--- config.mk ---
export PLATFORM = sky130hd
export DESIGN_NAME = vst_top
export DESIGN_NICKNAME = d
export VERILOG_FILES = /design/src/design/vst_pkg.sv /design/src/design/vst_addrgen.sv /design/src/design/vst_beat_packer.sv /design/src/design/vst_ctrl.sv /design/src/design/vst_top.sv
export SDC_FILE = /design/constraint.sdc
export NUM_CORES = 1
export LEC_CHECK = 0
export BUFFER_PORTS_ARGS = -buffer_cell sky130_fd_sc_hd__buf_2
export CAP_MARGIN = 20
export CORE_ASPECT_RATIO = 0.75
export CORE_MARGIN = 2
export CORE_UTILIZATION = 40
export CTS_BUF_LIST = sky130_fd_sc_hd__clkbuf_4
export DETAILED_ROUTE_END_ITERATION = 10
export HOLD_SLACK_MARGIN = 0.03
export SETUP_SLACK_MARGIN = 0.2
export SLEW_MARGIN = 20
export SYNTH_ARGS = -nofsm -noshare
export SYNTH_HDL_FRONTEND = slang
export SYNTH_SLANG_ARGS = --single-unit
--- constraint.sdc ---
create_clock -name clk_i -period 13.8 [get_ports clk_i]
set_input_delay 2.76 -clock clk_i [delete_from_list [all_inputs] [get_ports clk_i]]
set_output_delay 2.76 -clock clk_i [all_outputs]
set_load 0.02 [all_outputs]
--- src/design/vst_pkg.sv ---
package vst_pkg;

  // Lane count and bus geometry are fixed for this unit
  localparam int unsigned NrLanes       = 2;
  localparam int unsigned BeatBytes     = 8;
  // One lane operand word holds 8 bytes per lane
  localparam int unsigned LaneWordBytes = NrLanes * 8;

  // In-flight instruction storage
  localparam int unsigned QueueDepth    = 4;
  localparam int unsigned NrInsnIds     = 4;

  // Burst shape on the memory port
  localparam int unsigned MaxBurstBeats = 4;
  localparam int unsigned BurstBytes    = MaxBurstBeats * BeatBytes;

  // Longest vector in elements
  localparam int unsigned MaxVl         = 256;

  // Byte address on the memory port
  typedef logic [31:0] addr_t;

  // One lane operand word, also one write beat
  typedef logic [8*BeatBytes-1:0] elen_t;

  // Byte strobes of one 64-bit word
  typedef logic [BeatBytes-1:0] strb_t;

  // Vector length, must reach MaxVl itself
  typedef logic [$clog2(MaxVl):0] vlen_t;

  // Byte count of one instruction, up to 256 x 8 bytes
  typedef logic [11:0] nbytes_t;

  typedef logic [$clog2(NrInsnIds)-1:0] insn_id_t;

  // AW length field, beats minus one
  typedef logic [$clog2(MaxBurstBeats)-1:0] burst_len_t;

  // Queue pointers and occupancy
  typedef logic [$clog2(QueueDepth)-1:0] qptr_t;
  typedef logic [$clog2(QueueDepth):0]   qcnt_t;

  // Outstanding B responses of one instruction, 64 bursts at most
  typedef logic [6:0] burst_cnt_t;

  // Encoded as log2 of the element size in bytes
  typedef enum logic [1:0] {
    EW8  = 2'd0,
    EW16 = 2'd1,
    EW32 = 2'd2,
    EW64 = 2'd3
  } eew_e;

  // Address generator FSM
  typedef enum logic {
    AG_IDLE,
    AG_REQ
  } addrgen_state_e;

endpackage

--- src/design/vst_addrgen.sv ---
`timescale 1ns/1ns

module vst_addrgen (
  input  logic                 clk_i,
  input  logic                 rst_ni,
  // Issuing instruction
  input  logic                 iss_valid_i,
  input  vst_pkg::addr_t       iss_addr_i,
  input  vst_pkg::nbytes_t     iss_bytes_i,
  // AW channel
  output vst_pkg::addr_t       aw_addr_o,
  output vst_pkg::burst_len_t  aw_len_o,
  output logic                 aw_valid_o,
  input  logic                 aw_ready_i,
  // Events towards the control
  output logic                 aw_fire_o,
  output logic                 ag_insn_last_o,
  // Burst handed to the packer
  output logic                 burst_valid_o,
  output vst_pkg::burst_len_t  burst_len_o,
  input  logic                 burst_done_i
);

  vst_pkg::addrgen_state_e state_q, state_d;

  // Next burst address and bytes still to request
  vst_pkg::addr_t      addr_q;
  vst_pkg::nbytes_t    rem_q;
  vst_pkg::nbytes_t    burst_bytes;

  logic                burst_valid_q;
  vst_pkg::burst_len_t burst_len_q;
  logic                load;

  // A burst is at most four full beats
  assign burst_bytes = (rem_q > vst_pkg::nbytes_t'(vst_pkg::BurstBytes)) ?
                       vst_pkg::nbytes_t'(vst_pkg::BurstBytes) : rem_q;

  // Beats minus one, partial last beat rounds up
  assign aw_len_o = vst_pkg::burst_len_t'((burst_bytes - 1'b1) >> $clog2(vst_pkg::BeatBytes));

  assign aw_addr_o      = addr_q;
  assign aw_valid_o     = (state_q == vst_pkg::AG_REQ);
  assign aw_fire_o      = aw_valid_o && aw_ready_i;
  assign ag_insn_last_o = aw_fire_o && (rem_q == burst_bytes);

  always_comb begin
    state_d = state_q;
    case (state_q)
      // Wait for the packer to drain the previous burst so AW and W stay in order
      vst_pkg::AG_IDLE: begin
        if (!burst_valid_q && (rem_q != '0 || iss_valid_i)) begin
          state_d = vst_pkg::AG_REQ;
        end
      end
      vst_pkg::AG_REQ: begin
        if (aw_ready_i) begin
          state_d = vst_pkg::AG_IDLE;
        end
      end
      default: state_d = vst_pkg::AG_IDLE;
    endcase
  end

  // Nothing left of the old instruction, pick up the next one
  assign load = (state_q == vst_pkg::AG_IDLE) && (state_d == vst_pkg::AG_REQ) && (rem_q == '0);

  always_ff @(posedge clk_i or negedge rst_ni) begin
    if (!rst_ni) begin
      state_q       <= vst_pkg::AG_IDLE;
      rem_q         <= '0;
      burst_valid_q <= 1'b0;
    end else begin
      state_q <= state_d;
      if (load) begin
        rem_q <= iss_bytes_i;
      end else if (aw_fire_o) begin
        rem_q <= rem_q - burst_bytes;
      end
      // Burst lives from its AW handshake to its last W beat
      if (aw_fire_o) begin
        burst_valid_q <= 1'b1;
      end else if (burst_done_i) begin
        burst_valid_q <= 1'b0;
      end
    end
  end

  always_ff @(posedge clk_i) begin
    if (load) begin
      addr_q <= iss_addr_i;
    end else if (aw_fire_o) begin
      addr_q <= addr_q + vst_pkg::addr_t'(vst_pkg::BurstBytes);
    end
    if (aw_fire_o) begin
      burst_len_q <= aw_len_o;
    end
  end

  assign burst_valid_o = burst_valid_q;
  assign burst_len_o   = burst_len_q;

endmodule

--- src/design/vst_beat_packer.sv ---
`timescale 1ns/1ns

module vst_beat_packer (
  input  logic                                   clk_i,
  input  logic                                   rst_ni,
  // Issuing instruction
  input  logic                                   iss_valid_i,
  input  vst_pkg::nbytes_t                       iss_bytes_i,
  input  vst_pkg::eew_e                          iss_eew_i,
  input  logic                                   iss_vm_i,
  // Current burst from the address generator
  input  logic                                   burst_valid_i,
  input  vst_pkg::burst_len_t                    burst_len_i,
  output logic                                   burst_done_o,
  output logic                                   pk_insn_done_o,
  // Lane operands and mask
  input  vst_pkg::elen_t [vst_pkg::NrLanes-1:0]  opnd_i,
  input  logic                                   opnd_valid_i,
  input  vst_pkg::strb_t [vst_pkg::NrLanes-1:0]  mask_i,
  output logic                                   opnd_ready_o,
  // W channel
  output vst_pkg::elen_t                         w_data_o,
  output vst_pkg::strb_t                         w_strb_o,
  output logic                                   w_last_o,
  output logic                                   w_valid_o,
  input  logic                                   w_ready_i
);

  // Byte pointer into the 16-byte lane word, only 0 or 8 with aligned bases
  logic [3:0]          ptr_q;
  logic [4:0]          ptr_next;
  // Beat index inside the current burst
  vst_pkg::burst_len_t beat_cnt_q;
  // Bytes already written for this instruction
  vst_pkg::nbytes_t    sent_q;
  vst_pkg::nbytes_t    rem;

  logic [3:0] beat_bytes;
  logic [3:0] elem_lsb;
  logic       insn_end;
  logic       word_done;
  logic       fire;

  assign rem = iss_bytes_i - sent_q;

  // Full beat unless the instruction ends inside it
  assign beat_bytes = (rem >= vst_pkg::nbytes_t'(vst_pkg::BeatBytes)) ?
                      4'(vst_pkg::BeatBytes) : rem[3:0];
  assign insn_end   = (rem <= vst_pkg::nbytes_t'(vst_pkg::BeatBytes));

  assign ptr_next  = {1'b0, ptr_q} + 5'(beat_bytes);
  assign word_done = (ptr_next == 5'(vst_pkg::LaneWordBytes)) || insn_end;

  // Low address bits inside one element
  assign elem_lsb = 4'((1 << iss_eew_i) - 1);

  // Beat needs an accepted AW and both lane words
  assign w_valid_o = iss_valid_i && burst_valid_i && opnd_valid_i;
  assign fire      = w_valid_o && w_ready_i;
  assign w_last_o  = (beat_cnt_q == burst_len_i);

  assign burst_done_o   = fire && w_last_o;
  assign pk_insn_done_o = fire && insn_end;
  // Release the lane word once drained or at the instruction tail
  assign opnd_ready_o   = fire && word_done;

  // Sequential copy, lane 0 bytes first
  always_comb begin
    logic [3:0] src;
    logic [3:0] msk;
    w_data_o = '0;
    w_strb_o = '0;
    for (int k = 0; k < vst_pkg::BeatBytes; k++) begin
      src = ptr_q + 4'(k);
      // Mask bit sits on the first byte of each element
      msk = src & ~elem_lsb;
      if (4'(k) < beat_bytes) begin
        w_data_o[8*k +: 8] = opnd_i[src[3]][8*src[2:0] +: 8];
        w_strb_o[k]        = iss_vm_i || mask_i[msk[3]][msk[2:0]];
      end
    end
  end

  always_ff @(posedge clk_i or negedge rst_ni) begin
    if (!rst_ni) begin
      ptr_q      <= '0;
      beat_cnt_q <= '0;
      sent_q     <= '0;
    end else if (fire) begin
      if (word_done) begin
        ptr_q <= '0;
      end else begin
        ptr_q <= ptr_next[3:0];
      end
      if (w_last_o) begin
        beat_cnt_q <= '0;
      end else begin
        beat_cnt_q <= beat_cnt_q + 1'b1;
      end
      // Restart the byte count for the next instruction
      if (insn_end) begin
        sent_q <= '0;
      end else begin
        sent_q <= sent_q + vst_pkg::nbytes_t'(beat_bytes);
      end
    end
  end

endmodule

--- src/design/vst_ctrl.sv ---
`timescale 1ns/1ns

module vst_ctrl (
  input  logic               clk_i,
  input  logic               rst_ni,
  // Sequencer request
  input  logic               req_valid_i,
  input  vst_pkg::insn_id_t  req_id_i,
  input  vst_pkg::addr_t     req_addr_i,
  input  vst_pkg::vlen_t     req_vl_i,
  input  vst_pkg::eew_e      req_eew_i,
  input  logic               req_vm_i,
  output logic               req_ready_o,
  // Instruction being issued to the datapath
  output logic               iss_valid_o,
  output vst_pkg::addr_t     iss_addr_o,
  output vst_pkg::nbytes_t   iss_bytes_o,
  output vst_pkg::eew_e      iss_eew_o,
  output logic               iss_vm_o,
  // Datapath events
  input  logic               aw_fire_i,
  input  logic               ag_insn_last_i,
  input  logic               pk_insn_done_i,
  // Write response channel
  input  logic               b_valid_i,
  output logic               b_ready_o,
  // Status
  output logic               store_pending_o,
  output logic               done_valid_o,
  output vst_pkg::insn_id_t  done_id_o
);

  // Queue payload, written at accept
  vst_pkg::insn_id_t id_q    [vst_pkg::QueueDepth];
  vst_pkg::addr_t    addr_q  [vst_pkg::QueueDepth];
  vst_pkg::nbytes_t  bytes_q [vst_pkg::QueueDepth];
  vst_pkg::eew_e     eew_q   [vst_pkg::QueueDepth];
  logic              vm_q    [vst_pkg::QueueDepth];

  // Accept, issue and commit phases
  vst_pkg::qptr_t accept_pnt_q, issue_pnt_q, commit_pnt_q;
  vst_pkg::qcnt_t issue_cnt_q, issue_cnt_d;
  vst_pkg::qcnt_t commit_cnt_q, commit_cnt_d;

  // Per entry B bookkeeping
  vst_pkg::burst_cnt_t [vst_pkg::QueueDepth-1:0] out_cnt_q, out_cnt_d;
  logic [vst_pkg::QueueDepth-1:0] issued_q, issued_d;

  logic req_ready_q;
  logic b_ready_q;
  logic done_valid_q;
  vst_pkg::insn_id_t done_id_q;

  logic accept;
  logic b_fire;
  logic retire;

  assign accept = req_valid_i && req_ready_o;
  assign b_fire = b_valid_i && b_ready_o;

  // Head of the issue phase feeds the datapath
  assign iss_valid_o = (issue_cnt_q != '0);
  assign iss_addr_o  = addr_q[issue_pnt_q];
  assign iss_bytes_o = bytes_q[issue_pnt_q];
  assign iss_eew_o   = eew_q[issue_pnt_q];
  assign iss_vm_o    = vm_q[issue_pnt_q];

  always_comb begin
    out_cnt_d = out_cnt_q;
    issued_d  = issued_q;
    // AW requests always belong to the issuing instruction
    if (aw_fire_i) begin
      out_cnt_d[issue_pnt_q] = out_cnt_d[issue_pnt_q] + 1'b1;
    end
    if (ag_insn_last_i) begin
      issued_d[issue_pnt_q] = 1'b1;
    end
    // Responses come back in order, oldest instruction first
    if (b_fire) begin
      out_cnt_d[commit_pnt_q] = out_cnt_d[commit_pnt_q] - 1'b1;
    end
    // Fresh entry starts with nothing outstanding
    if (accept) begin
      out_cnt_d[accept_pnt_q] = '0;
      issued_d[accept_pnt_q]  = 1'b0;
    end
  end

  // Last response of a fully issued instruction
  assign retire = b_fire && (commit_cnt_q != '0) && issued_q[commit_pnt_q] &&
                  (out_cnt_d[commit_pnt_q] == '0);

  always_comb begin
    issue_cnt_d  = issue_cnt_q;
    commit_cnt_d = commit_cnt_q;
    if (accept && !pk_insn_done_i) begin
      issue_cnt_d = issue_cnt_q + 1'b1;
    end else if (!accept && pk_insn_done_i) begin
      issue_cnt_d = issue_cnt_q - 1'b1;
    end
    if (accept && !retire) begin
      commit_cnt_d = commit_cnt_q + 1'b1;
    end else if (!accept && retire) begin
      commit_cnt_d = commit_cnt_q - 1'b1;
    end
  end

  // Store the request, vl scaled to bytes by the element width
  always_ff @(posedge clk_i) begin
    if (accept) begin
      id_q[accept_pnt_q]    <= req_id_i;
      addr_q[accept_pnt_q]  <= req_addr_i;
      bytes_q[accept_pnt_q] <= vst_pkg::nbytes_t'(req_vl_i) << req_eew_i;
      eew_q[accept_pnt_q]   <= req_eew_i;
      vm_q[accept_pnt_q]    <= req_vm_i;
    end
  end

  always_ff @(posedge clk_i or negedge rst_ni) begin
    if (!rst_ni) begin
      accept_pnt_q <= '0;
      issue_pnt_q  <= '0;
      commit_pnt_q <= '0;
      issue_cnt_q  <= '0;
      commit_cnt_q <= '0;
      out_cnt_q    <= '0;
      issued_q     <= '0;
      req_ready_q  <= 1'b0;
      b_ready_q    <= 1'b0;
      done_valid_q <= 1'b0;
      done_id_q    <= '0;
    end else begin
      // Pointers wrap with the power of two depth
      if (accept) begin
        accept_pnt_q <= accept_pnt_q + 1'b1;
      end
      if (pk_insn_done_i) begin
        issue_pnt_q <= issue_pnt_q + 1'b1;
      end
      if (retire) begin
        commit_pnt_q <= commit_pnt_q + 1'b1;
        done_id_q    <= id_q[commit_pnt_q];
      end
      issue_cnt_q  <= issue_cnt_d;
      commit_cnt_q <= commit_cnt_d;
      out_cnt_q    <= out_cnt_d;
      issued_q     <= issued_d;
      // Ready tracks queue not full for the coming cycle
      req_ready_q  <= (commit_cnt_d != vst_pkg::qcnt_t'(vst_pkg::QueueDepth));
      b_ready_q    <= 1'b1;
      done_valid_q <= retire;
    end
  end

  assign req_ready_o     = req_ready_q;
  assign b_ready_o       = b_ready_q;
  assign store_pending_o = (commit_cnt_q != '0);
  assign done_valid_o    = done_valid_q;
  assign done_id_o       = done_id_q;

endmodule

--- src/design/vst_top.sv ---
`timescale 1ns/1ns

module vst_top (
  input  logic                                   clk_i,
  input  logic                                   rst_ni,
  // Sequencer
  input  logic                                   req_valid_i,
  input  vst_pkg::insn_id_t                      req_id_i,
  input  vst_pkg::addr_t                         req_addr_i,
  input  vst_pkg::vlen_t                         req_vl_i,
  input  vst_pkg::eew_e                          req_eew_i,
  input  logic                                   req_vm_i,
  output logic                                   req_ready_o,
  // Lanes
  input  vst_pkg::elen_t [vst_pkg::NrLanes-1:0]  opnd_i,
  input  logic                                   opnd_valid_i,
  input  vst_pkg::strb_t [vst_pkg::NrLanes-1:0]  mask_i,
  output logic                                   opnd_ready_o,
  // AW channel
  output vst_pkg::addr_t                         aw_addr_o,
  output vst_pkg::burst_len_t                    aw_len_o,
  output logic                                   aw_valid_o,
  input  logic                                   aw_ready_i,
  // W channel
  output vst_pkg::elen_t                         w_data_o,
  output vst_pkg::strb_t                         w_strb_o,
  output logic                                   w_last_o,
  output logic                                   w_valid_o,
  input  logic                                   w_ready_i,
  // B channel
  input  logic                                   b_valid_i,
  output logic                                   b_ready_o,
  // Status
  output logic                                   store_pending_o,
  output logic                                   done_valid_o,
  output vst_pkg::insn_id_t                      done_id_o
);

  // Issuing instruction
  logic                iss_valid;
  vst_pkg::addr_t      iss_addr;
  vst_pkg::nbytes_t    iss_bytes;
  vst_pkg::eew_e       iss_eew;
  logic                iss_vm;

  // Burst handoff and events
  logic                aw_fire;
  logic                ag_insn_last;
  logic                burst_valid;
  vst_pkg::burst_len_t burst_len;
  logic                burst_done;
  logic                pk_insn_done;

  vst_ctrl i_ctrl (
    .clk_i           (clk_i),
    .rst_ni          (rst_ni),
    .req_valid_i     (req_valid_i),
    .req_id_i        (req_id_i),
    .req_addr_i      (req_addr_i),
    .req_vl_i        (req_vl_i),
    .req_eew_i       (req_eew_i),
    .req_vm_i        (req_vm_i),
    .req_ready_o     (req_ready_o),
    .iss_valid_o     (iss_valid),
    .iss_addr_o      (iss_addr),
    .iss_bytes_o     (iss_bytes),
    .iss_eew_o       (iss_eew),
    .iss_vm_o        (iss_vm),
    .aw_fire_i       (aw_fire),
    .ag_insn_last_i  (ag_insn_last),
    .pk_insn_done_i  (pk_insn_done),
    .b_valid_i       (b_valid_i),
    .b_ready_o       (b_ready_o),
    .store_pending_o (store_pending_o),
    .done_valid_o    (done_valid_o),
    .done_id_o       (done_id_o)
  );

  vst_addrgen i_addrgen (
    .clk_i          (clk_i),
    .rst_ni         (rst_ni),
    .iss_valid_i    (iss_valid),
    .iss_addr_i     (iss_addr),
    .iss_bytes_i    (iss_bytes),
    .aw_addr_o      (aw_addr_o),
    .aw_len_o       (aw_len_o),
    .aw_valid_o     (aw_valid_o),
    .aw_ready_i     (aw_ready_i),
    .aw_fire_o      (aw_fire),
    .ag_insn_last_o (ag_insn_last),
    .burst_valid_o  (burst_valid),
    .burst_len_o    (burst_len),
    .burst_done_i   (burst_done)
  );

  vst_beat_packer i_packer (
    .clk_i          (clk_i),
    .rst_ni         (rst_ni),
    .iss_valid_i    (iss_valid),
    .iss_bytes_i    (iss_bytes),
    .iss_eew_i      (iss_eew),
    .iss_vm_i       (iss_vm),
    .burst_valid_i  (burst_valid),
    .burst_len_i    (burst_len),
    .burst_done_o   (burst_done),
    .pk_insn_done_o (pk_insn_done),
    .opnd_i         (opnd_i),
    .opnd_valid_i   (opnd_valid_i),
    .mask_i         (mask_i),
    .opnd_ready_o   (opnd_ready_o),
    .w_data_o       (w_data_o),
    .w_strb_o       (w_strb_o),
    .w_last_o       (w_last_o),
    .w_valid_o      (w_valid_o),
    .w_ready_i      (w_ready_i)
  );

endmodule

; After elaboration in Yosys (flattened, before gate mapping)
; Memories as Yosys holds them, arrays and structs flattened. A register that Yosys moved wholly into a read port is not among the register bits.
; Cells that the tools add are included.
[word_totals]
regBits = 113
ram_bits = 196
word_cells = 275
mem_count = 5
out_inout_bits = 116
[memory_table]
columns = name, words, word_bits, rd, rd_ports_with_merged_regs, wr, line_no
row1 = i_ctrl.addr_q, 4, 32, 1, 0, 1, vst_ctrl.sv:35  ; vst_pkg::addr_t addr_q [vst_pkg::QueueDepth];
row2 = i_ctrl.bytes_q, 4, 12, 1, 0, 1, vst_ctrl.sv:36  ; vst_pkg::nbytes_t bytes_q [vst_pkg::QueueDepth];
row3 = i_ctrl.eew_q, 4, 2, 1, 0, 1, vst_ctrl.sv:37  ; vst_pkg::eew_e eew_q [vst_pkg::QueueDepth];
row4 = i_ctrl.id_q, 4, 2, 1, 1, 1, vst_ctrl.sv:34  ; vst_pkg::insn_id_t id_q [vst_pkg::QueueDepth];
row5 = i_ctrl.vm_q, 4, 1, 1, 0, 1, vst_ctrl.sv:38  ; logic vm_q [vst_pkg::QueueDepth];
[op_classes]
reduce_logical = 46
eq_ne = 4
bitwise = 15
n_mux = 109
n_shift = 10
add_sub_neg = 24
order_cmp = 41
[ops]
columns = operator, n
row1 = 2-to-1 mux 64 bit, 16
row2 = indexed part select 64 x 7 -> 8 bit, 8
row3 = 2-to-1 mux 8 bit, 24
row4 = 2-to-1 mux 28 bit, 3
row5 = 2-to-1 mux 32 bit, 2
row6 = bitwise mux 28 bit, 2
row7 = 2-to-1 mux 12 bit, 4
row8 = binary-select mux 7 bit (select 2 bit), 3
row9 = demux 7 bit (select 2 bit), 3
row10 = 2-to-1 mux 7 bit, 6
row11 = AND 4 bit, 9
row12 = "adder 32 x 6 -> 32 bit, second input constant", 1
row13 = "< comparator 1 x 2 -> 1 bit, second input constant", 16
row14 = "< comparator 3 x 4 -> 1 bit, second input constant", 8
row15 = AND 28 bit, 1
row16 = NOT 28 bit, 1
row17 = 2-to-1 mux 1 bit, 25
row18 = binary-select mux 1 bit (select 3 bit), 8
row19 = subtractor 12 bit, 2
row20 = logical AND 1 bit, 23
row21 = "adder 4 x 3 -> 4 bit, second input constant", 4
row22 = "< comparator 3 x 4 -> 1 bit, first input constant", 4
row23 = 2-to-1 mux 4 bit, 4
row24 = adder 12 x 4 -> 12 bit, 1
row25 = other kinds (38), 71

; Logic depth before layout (Yosys ltp)
; Gate-level depths: netlist of run 1.
[logic_depth]
ltp_word = 21
depth_mapped = 28
mapped_depth_nobuf = 24

; Cells and area by module
; A second synthesis of run 1 with hierarchy kept.
[hier_totals]
hier_cells = 1783
area_unflattened_um2 = 24392.1
[modules_own_cells]
columns = mod, instances, seq_area_each_um2, area_each_um2, cells_each
row1 = vst_ctrl, 1, 7111.8, 10978.0, 701
row2 = vst_beat_packer, 1, 450.4, 10749.1, 818
row3 = vst_addrgen, 1, 1371.3, 2665.1, 264

; Least setup slack after synthesis of run 1
; Ideal clock, no wire load.
[synth_timing]
kind = flip-flop to output port
startpoint = reg i_ctrl.issue_pnt_q[0]
endpoint = out opnd_ready_o
stages_incl_launch_ff = 24
slack_ps = 5275
path_buffers = 4
arrival_ps = 5765
path_cell_list = dfrtp_1 -> buf_6 -> buf_8 -> buf_1 -> mux4_2 -> inv_1 -> ha_1 -> inv_1 -> fa_1 -> a21o_1 -> a21oi_1 -> o21ai_0 -> a21oi_1 -> nor2b_1 -> o41ai_1 -> and3_1 -> o2111ai_1 -> a211oi_1 -> clkbuf_1 -> nand2_1 -> fa_1 -> a2111oi_0 -> a31oi_1 -> nor2_1
[synth_via]
elab_chain_cells = 8
word_cells_on_any_way = 9
cone_classes = add/sub (2) / order compare (2) / eq/ne (1) / mux (1) / reduce/logical (2) / memory (1)
[synth_rtl]
columns = element, line_no
row1 = "start, declared", vst_ctrl.sv:41  ; vst_pkg::qptr_t accept_pnt_q, issue_pnt_q, commit_pnt_q;
row2 = "start signal, assigned", vst_ctrl.sv:138  ; issue_pnt_q <= issue_pnt_q + 1'b1;
row3 = memory (4 x 12 bit) (*), -
row4 = subtractor 12 bit (*), vst_beat_packer.sv:44  ; assign rem = iss_bytes_i - sent_q;
row5 = greater-or-equal comparator 12 x 4 -> 1 bit, vst_beat_packer.sv:47  ; assign beat_bytes = (rem >= vst_pkg::nbytes_t'(vst_pkg::BeatBytes)) ?
row6 = 2-to-1 mux 4 bit, vst_beat_packer.sv:47
row7 = adder 4 x 4 -> 5 bit, vst_beat_packer.sv:51  ; assign ptr_next = {1'b0, ptr_q} + 5'(beat_bytes);
row8 = equality test 5 bit, vst_beat_packer.sv:52  ; assign word_done = (ptr_next == 5'(vst_pkg::LaneWordBytes)) || insn_end;
row9 = logical OR 1 bit (*), vst_beat_packer.sv:52
row10 = logical AND 1 bit (*), vst_beat_packer.sv:65  ; assign opnd_ready_o = fire && word_done;
row11 = "end, declared", vst_top.sv:18  ; output logic opnd_ready_o,
; Mark *: on every way between the ends. The rest lies on a longest branch, timed or not.

; Worst setup path in the final report of run 1
; Same ends and word-level chain as after synthesis.

==> reports/qor.csv, run 1 <==
metric,value,unit
CORE AREA,59100,um2
R2R Path End,i_packer.sent_q[9],
highest clock rate,105,MHz
Port-buffer cells,312,
Setup WS post-layout,4.26,ns
PD cells,240,nW/um2
Clk network pwr share,12.1,%
TNS Setup,0,ns
CP most frequent cell,inv_1,
largest net degree at the start of global routing,75,
RSZ-0062 raised after global routing,false,
synth top area cells,"mux4_2 (31%), edfxtp_1 (29%), dfrtp_1 (8.5%), mux2i_1 (4.5%), nand2_1 (2.8%)",
Synth Cell Area,23900,um2
crit-path cells,mux4_2 > inv_1 > ha_1 > inv_1 > fa_1 > a21o_1 > a21oi_1 > o21ai_0 > a21oi_1 > nor2b_1 > o41ai_1 > and3_1 > o2111ai_1 > a211oi_2 > buf_4 > inv_1 > nor2_1 > ha_1 > inv_1 > fa_1 > a2111oi_0 > a31oi_1 > nor2_1 > buf_2,
DRC viols,0,
CTS Hold Buffers Added,0,
CP Class,reg2out,
GR Overflow Total,0,
cell taking the most area after synthesis,mux4_2,
number of iterations in the first detailed-routing pass,5,
min Tclk post-route,9.54,ns
die area,61800,um2
Critical-path top delay cell,dfrtp_4,
Syn Inst Count,1845,
Rows,77,
"Hold Vio Cnt, Final",0,
Lkg Pwr,10.2,nW
crit share post-route,69.1,%
antenna violations before repair,11,
Sw Share,44.4,%
Pins Over Slew Limit,0,
DR vias/cell,6.22,
VDD IR max,0.000199,V
"Seq/Total Area, Yosys",37.4,%
Post-synth EDFFs,230,
# H-tree levels,3,
layout cells sized above 1,39.2,%
worst min-delay path class,reg2reg,
outcome,"complete, no violations",
Routed WL,74000,um
clock sinks,311,
number of global-route vias before repair,18400,
die span in x,286,um
"slowest stage delay, CP",0.83,ns
All-Layer GR Usage,23.7,%
CTS resizes,0,
io pins,313,
Slew headroom,28.3,%
Max Cap Violations,0,
vias,18700,
setup bufs post-CTS,0,
origin of the critical flop-to-flop path,i_ctrl.issue_pnt_q[0],
synth unique cells,70,
Worst-path clk slew,0.06,ns
GPL Wtd Cong,0.949,
arrival time worst endpoint,6.78,ns
Layout Nets,2383,
asr flop ratio synth,26.0,%
register share of total power,21.9,%
CTS tree,built,
clock latency on the worst-skew pair,0.77,ns
worst setup path startpoint,i_ctrl.issue_pnt_q[0],
most frequent cells in the layout,"mux4_2 (328), buf_2 (311), edfxtp_1 (230)",
"Avg Cell Area, Syn",13.0,um2
CP Capture Type,primary output,
Worst Tran Pin Value,1.07,ns
"most common cell after layout, fill and taps aside",mux4_2,
Initial DRC Count,2025,
maximum fanout along the worst path,28,
P_int,3.65,mW
CTS root buf,clkbuf_4,
crit path to,opnd_ready_o,
Layout area overhead,14.5,%
R2R Setup Slk,7.65,ns
Comb power frac,66.0,%
drt wl/cell,24.7,um
clock buffer depth,3,
CTS Buf Count,76,
Initial Util,40.5,%
Setup crit start kind,register,
Synth top area share,30.9,%
ys flop type,edfxtp_1,
first-pass GRT wire length,113000,um
final setup vio count,0,
NetSw,2.91,mW
Post-DP HPWL,49900,um
clk_skew,0.0623,ns
FF-to-FF path depth,24,
Fill cells,5392,
Final ANT Viol Nets,0,
Die Ht,216,um
worst slack at placement,5.00,ns
Synth Register Bits,311,
"Req. time, crit path",11.04,ns
yosys synthesis warning count,0,
## cell usage after synthesis, drive strengths merged (7+ instances only)
library cell and n:
xor2 39, o21ai 83, clkbuf 115, xnor2 31, a311oi 11, mux2i 108
nor2 82, a21oi 47, nand2b 10, buf 22, nand2 179, nand3 38
o22ai 8, nor3 18, and3 35, a221o 7, a21boi 7, dfrtp 81
a211oi 64, nor2b 51, and4 7, and2 24, a21o 9, inv 48
edfxtp 230, ha 45, or3 7, mux4 328, o211ai 7, mux2 23
o21a 7
## worst min-delay path by stage
stage,startpoint,endpoint,slack [ns],cells past startpoint
detailed placement,i_ctrl.commit_cnt_q[2],i_ctrl.commit_cnt_q[2],0.48,1
global placement,i_ctrl.issue_cnt_q[2],i_ctrl.issue_cnt_q[2],0.46,1
global route,i_ctrl.issue_cnt_q[2],i_ctrl.issue_cnt_q[2],0.51,1
floorplan,i_ctrl.issue_cnt_q[2],i_ctrl.issue_cnt_q[2],0.44,1
finish,i_ctrl.commit_cnt_q[2],i_ctrl.commit_cnt_q[2],0.48,1
CTS,i_ctrl.commit_cnt_q[2],i_ctrl.commit_cnt_q[2],0.49,1
## per-layer routing
layer | vias to the layer above | track usage, % | share of wire, %
met5 | - | 0 | 0
met4 | 0 | 7.42 | 2.4
met3 | 132 | 4.88 | 8.5
met2 | 986 | 35.7 | 46
met1 | 9492 | 34.6 | 43
li1 | 8059 | - | -
## critical path: cells and delay by family (launching register included)
family                   cells  cell delay, ns
flip-flops                   1            0.83
multiplexers                 1            0.59
adder cells (fa/ha/maj)      4            1.19
AND/OR/NAND/NOR              4            0.54
AO/OA/AOI/OAI                9            2.03
buffers and inverters        6            0.88
## registers in the layout, indices dropped and copies added, names as in the netlist, 3 cells and up
register,cells
i_ctrl.issue_cnt_q,3
i_addrgen.rem_q,12
i_ctrl.eew_q,8
i_ctrl.bytes_q,48
i_ctrl.issued_q,4
i_ctrl.commit_cnt_q,3
i_ctrl.id_q,8
i_packer.ptr_q,4
i_addrgen.aw_addr_o,32
i_packer.sent_q,12
i_ctrl.out_cnt_q,28
i_ctrl.vm_q,4
i_ctrl.addr_q,128
## per-stage QoR
stage                     cells  total power [mW]  hold slack (ns)  area, um2  util [%]
after floorplan            1846              4.56            0.443      23900         -
after global placement     2849              5.71            0.459      26300      44.6
after detailed placement   2849              5.75            0.476      26300      44.6
after CTS                  2989              6.58            0.486      27400      46.3
after global routing       3000              6.95            0.508      27400      46.4
final                      3000              6.57            0.483      27400      46.4
## logic make-up (layout without fill, tap and decap cells)
group / after synthesis / count (layout) / share of synthesized area (%)
AND/OR/NAND/NOR: 476 / 476 / 9.68
multiplexers: 459 / 459 / 36.5
flip-flops: 311 / 311 / 37.4
AO/OA/AOI/OAI: 289 / 289 / 8.02
buffers and inverters: 190 / 543 / 3.11
XOR/XNOR: 70 / 70 / 2.63
adder cells (fa/ha/maj): 49 / 49 / 2.69
other: 1 / 13 / 0.0157
## cell type report
class	count	area [um2]	area share [%]
multi-input cells	1345	14400	52.4
well taps	790	988	3.61
clock inverters	23	128	0.466
inverters	53	201	0.736
flip-flops and latches	311	8950	32.7
clock buffers	117	878	3.21
repair buffers	350	1850	6.75
diodes	11	27.5	0.101
## power by group through the flow
stage	combinational, mW	clock [mW]	sequential (mW)
after detailed placement	4.30	0	1.45
after floorplan	3.19	0	1.37
final	4.33	0.798	1.44
after global placement	4.27	0	1.44
after global routing	4.62	0.871	1.46
after CTS	4.32	0.823	1.44
Power figures use the tool's default switching activity.
==> run 2: changes to the inputs <==
clock period = 9.5 ns   (was 13.8 ns; I/O delays follow)
==> run 2 against run 1 <==
Net effect:
- clock power up 44%
- routed wire length decreased by 0.36%
- final cell count down 0.17%
- clock-buffer cell count decreased by 5
- first-iteration DRC count down 5.4%
- global-route usage fell by 0.16 points
- flip-flop and latch count did not move
- largest power group unchanged
==> reports/qor.csv, run 2 (synthesis gave the netlist of run 1 again) <==
metric,value,unit,change
outcome,"complete, no violations",,unchanged
clk_skew,0.0740,ns,was 0.0623 ns
die area,61800,um2,unchanged
final setup vio count,0,,unchanged
Layout Utilization,46.3,%,was 46.4%
GR Overflow Total,0,,unchanged
min Tclk post-route,8.83,ns,
Layout area overhead,14.4,%,was 14.5%
Initial Util,40.5,%,unchanged
antenna violations before repair,18,,was 11
CP Capture Type,primary output,,unchanged
io pins,313,,unchanged
first-pass GRT wire length,113000,um,about the same
RSZ-0062 raised after global routing,false,,unchanged
highest clock rate,113,MHz,
Max Cap Violations,0,,unchanged
worst min-delay path class,reg2reg,,unchanged
Pins Over Slew Limit,0,,unchanged
CP Class,reg2out,,unchanged
Fill cells,5330,,was 5392
CTS root buf,clkbuf_4,,unchanged
Port-buffer cells,312,,unchanged
"Req. time, crit path",7.60,ns,was 11.04 ns
crit share post-route,93.0,%,
max reg flops,128,,unchanged
Slew headroom,27.3,%,was 28.3%
CTS tree,built,,unchanged
layout cells sized above 1,39.2,%,about the same
"Hold Vio Cnt, Final",0,,unchanged
"most common cell after layout, fill and taps aside",mux4_2,,unchanged
vias,18800,,was 18700
Reg with most FFs,i_ctrl.addr_q,,unchanged
CORE AREA,59100,um2,unchanged
Worst Tran Pin Value,1.09,ns,was 1.07 ns
largest net degree at the start of global routing,86,,was 75
Layout Nets,2382,,was 2383
All-Layer GR Usage,23.6,%,was 23.7%
most frequent cells in the layout,"mux4_2 (328), buf_2 (311), edfxtp_1 (230)",,unchanged
arrival time worst endpoint,6.93,ns,was 6.78 ns
Rows,77,,unchanged
Worst-path clk slew,0.07,ns,was 0.06 ns
Routed WL,73700,um,was 74000 um
clock sinks,311,,unchanged
area of the multi-input gates,14400,um2,unchanged
drt wl/cell,24.6,um,was 24.7 um
maximum fanout along the worst path,29,,was 28
TNS Setup,0,ns,unchanged
number of global-route vias before repair,18300,,was 18400
Final ANT Viol Nets,0,,unchanged
Initial DRC Count,1916,,was 2025
GPL Wtd Cong,0.966,,was 0.949
Post-DP HPWL,50400,um,was 49900 um
clock buffer depth,3,,unchanged
CTS Buf Count,74,,was 76
# H-tree levels,3,,unchanged
Die Ht,216,um,unchanged
Lkg Pwr,10.2,nW,about the same
PD cells,348,nW/um2,was 240 nW/um2
DR vias/cell,6.29,,was 6.22
clock latency on the worst-skew pair,0.76,ns,was 0.77 ns
VDD IR max,0.000353,V,was 0.000199 V
die span in x,286,um,unchanged
Setup crit start kind,register,,unchanged
number of iterations in the first detailed-routing pass,6,,was 5
register area,8950,um2,unchanged
DRC viols,0,,unchanged
-- run 2: cell types whose count changed in the layout (fill, tap and decap cells not counted) --
cell       change
clkbuf_4       -5
clkinv_1       -5
diode_2        +3
buf_6          +1
bufinv_16      +1
clkinv_2       +1
clkinv_4       -1
-- run 2: path summary, 6_finish.rpt --
path	cells after the start	slack, ns	to	startpoint
worst max-delay path	23	0.67	opnd_ready_o	i_ctrl.issue_pnt_q[0]
worst min-delay path	1	0.48	i_ctrl.commit_cnt_q[2]	i_ctrl.commit_cnt_q[2]
worst max register to register	22	3.51	i_packer.sent_q[9]	i_ctrl.issue_pnt_q[0]
worst min register to register	1	0.48	i_ctrl.commit_cnt_q[2]	i_ctrl.commit_cnt_q[2]
max in group asynchronous	2	7.21	i_packer.ptr_q[0]	rst_ni
min in group asynchronous	1	1.04	i_ctrl.commit_pnt_q[1]	rst_ni
-- run 2: layout make-up --
type	count	area share (%)
multi-input combinational	1345	52.5
clock inverter	19	0.494
sequential	311	32.7
antenna	14	0.128
timing repair buffer	351	6.80
tap	790	3.61
clock buffer	112	3.07
inverter	53	0.736
-- run 2: layer usage --
| metal | global-route usage, % | vias to the layer above | wire length (um) |
|---|---|---|---|
| li1 | - | 8060 | - |
| met1 | 34.6 | 9632 | 31100 |
| met2 | 35.7 | 1025 | 34600 |
| met3 | 4.94 | 123 | 6420 |
| met4 | 6.21 | 2 | 1580 |
| met5 | 0 | - | 13 |
-- run 2: stage by stage --
stage	power [mW]	area [um2]	setup WS [ns]	hold WS, ns	instances
after floorplan	6.63	23900	1.84	0.443	1846
after global placement	8.30	26400	1.66	0.462	2850
after detailed placement	8.36	26400	1.39	0.474	2850
after global routing	10.1	27400	0.284	0.505	2995
after CTS	9.54	27300	0.538	0.486	2981
final	9.52	27400	0.667	0.484	2995
-- run 2: timing repair --
item | 4_1_cts | 5_1_grt
gates resized for setup | 0 | 1
endpoints found under the setup margin | 0 | 1
buffers inserted | 0 | 0
hold buffers | 0 | 0
-- run 2: where the power goes --
| group | total (mW) | leakage, nW | internal [mW] | switching (mW) |
|---|---|---|---|---|
| Sequential | 2.06 | 3.15 | 1.82 | 0.244 |
| Combinational | 6.31 | 6.48 | 2.90 | 3.41 |
| Clock | 1.15 | 0.579 | 0.594 | 0.552 |
-- run 2: worst max-delay path, stage by stage, from the launching register on --
cell and delay (ns):
dfrtp_4 0.43, buf_6 0.37, mux4_2 0.63, fa_1 0.50
a21o_1 0.18, a21oi_1 0.23, o21ai_0 0.12, a21oi_1 0.23
nor2b_1 0.10, o41ai_1 0.24, and3_1 0.19, o2111ai_1 0.18
a211oi_2 0.24, buf_4 0.30, inv_1 0.18, nor2_1 0.16
ha_1 0.19, inv_1 0.07, fa_1 0.52, inv_1 0.06
a2111oi_0 0.38, a31oi_1 0.15, nor2_1 0.30, buf_2 0.24
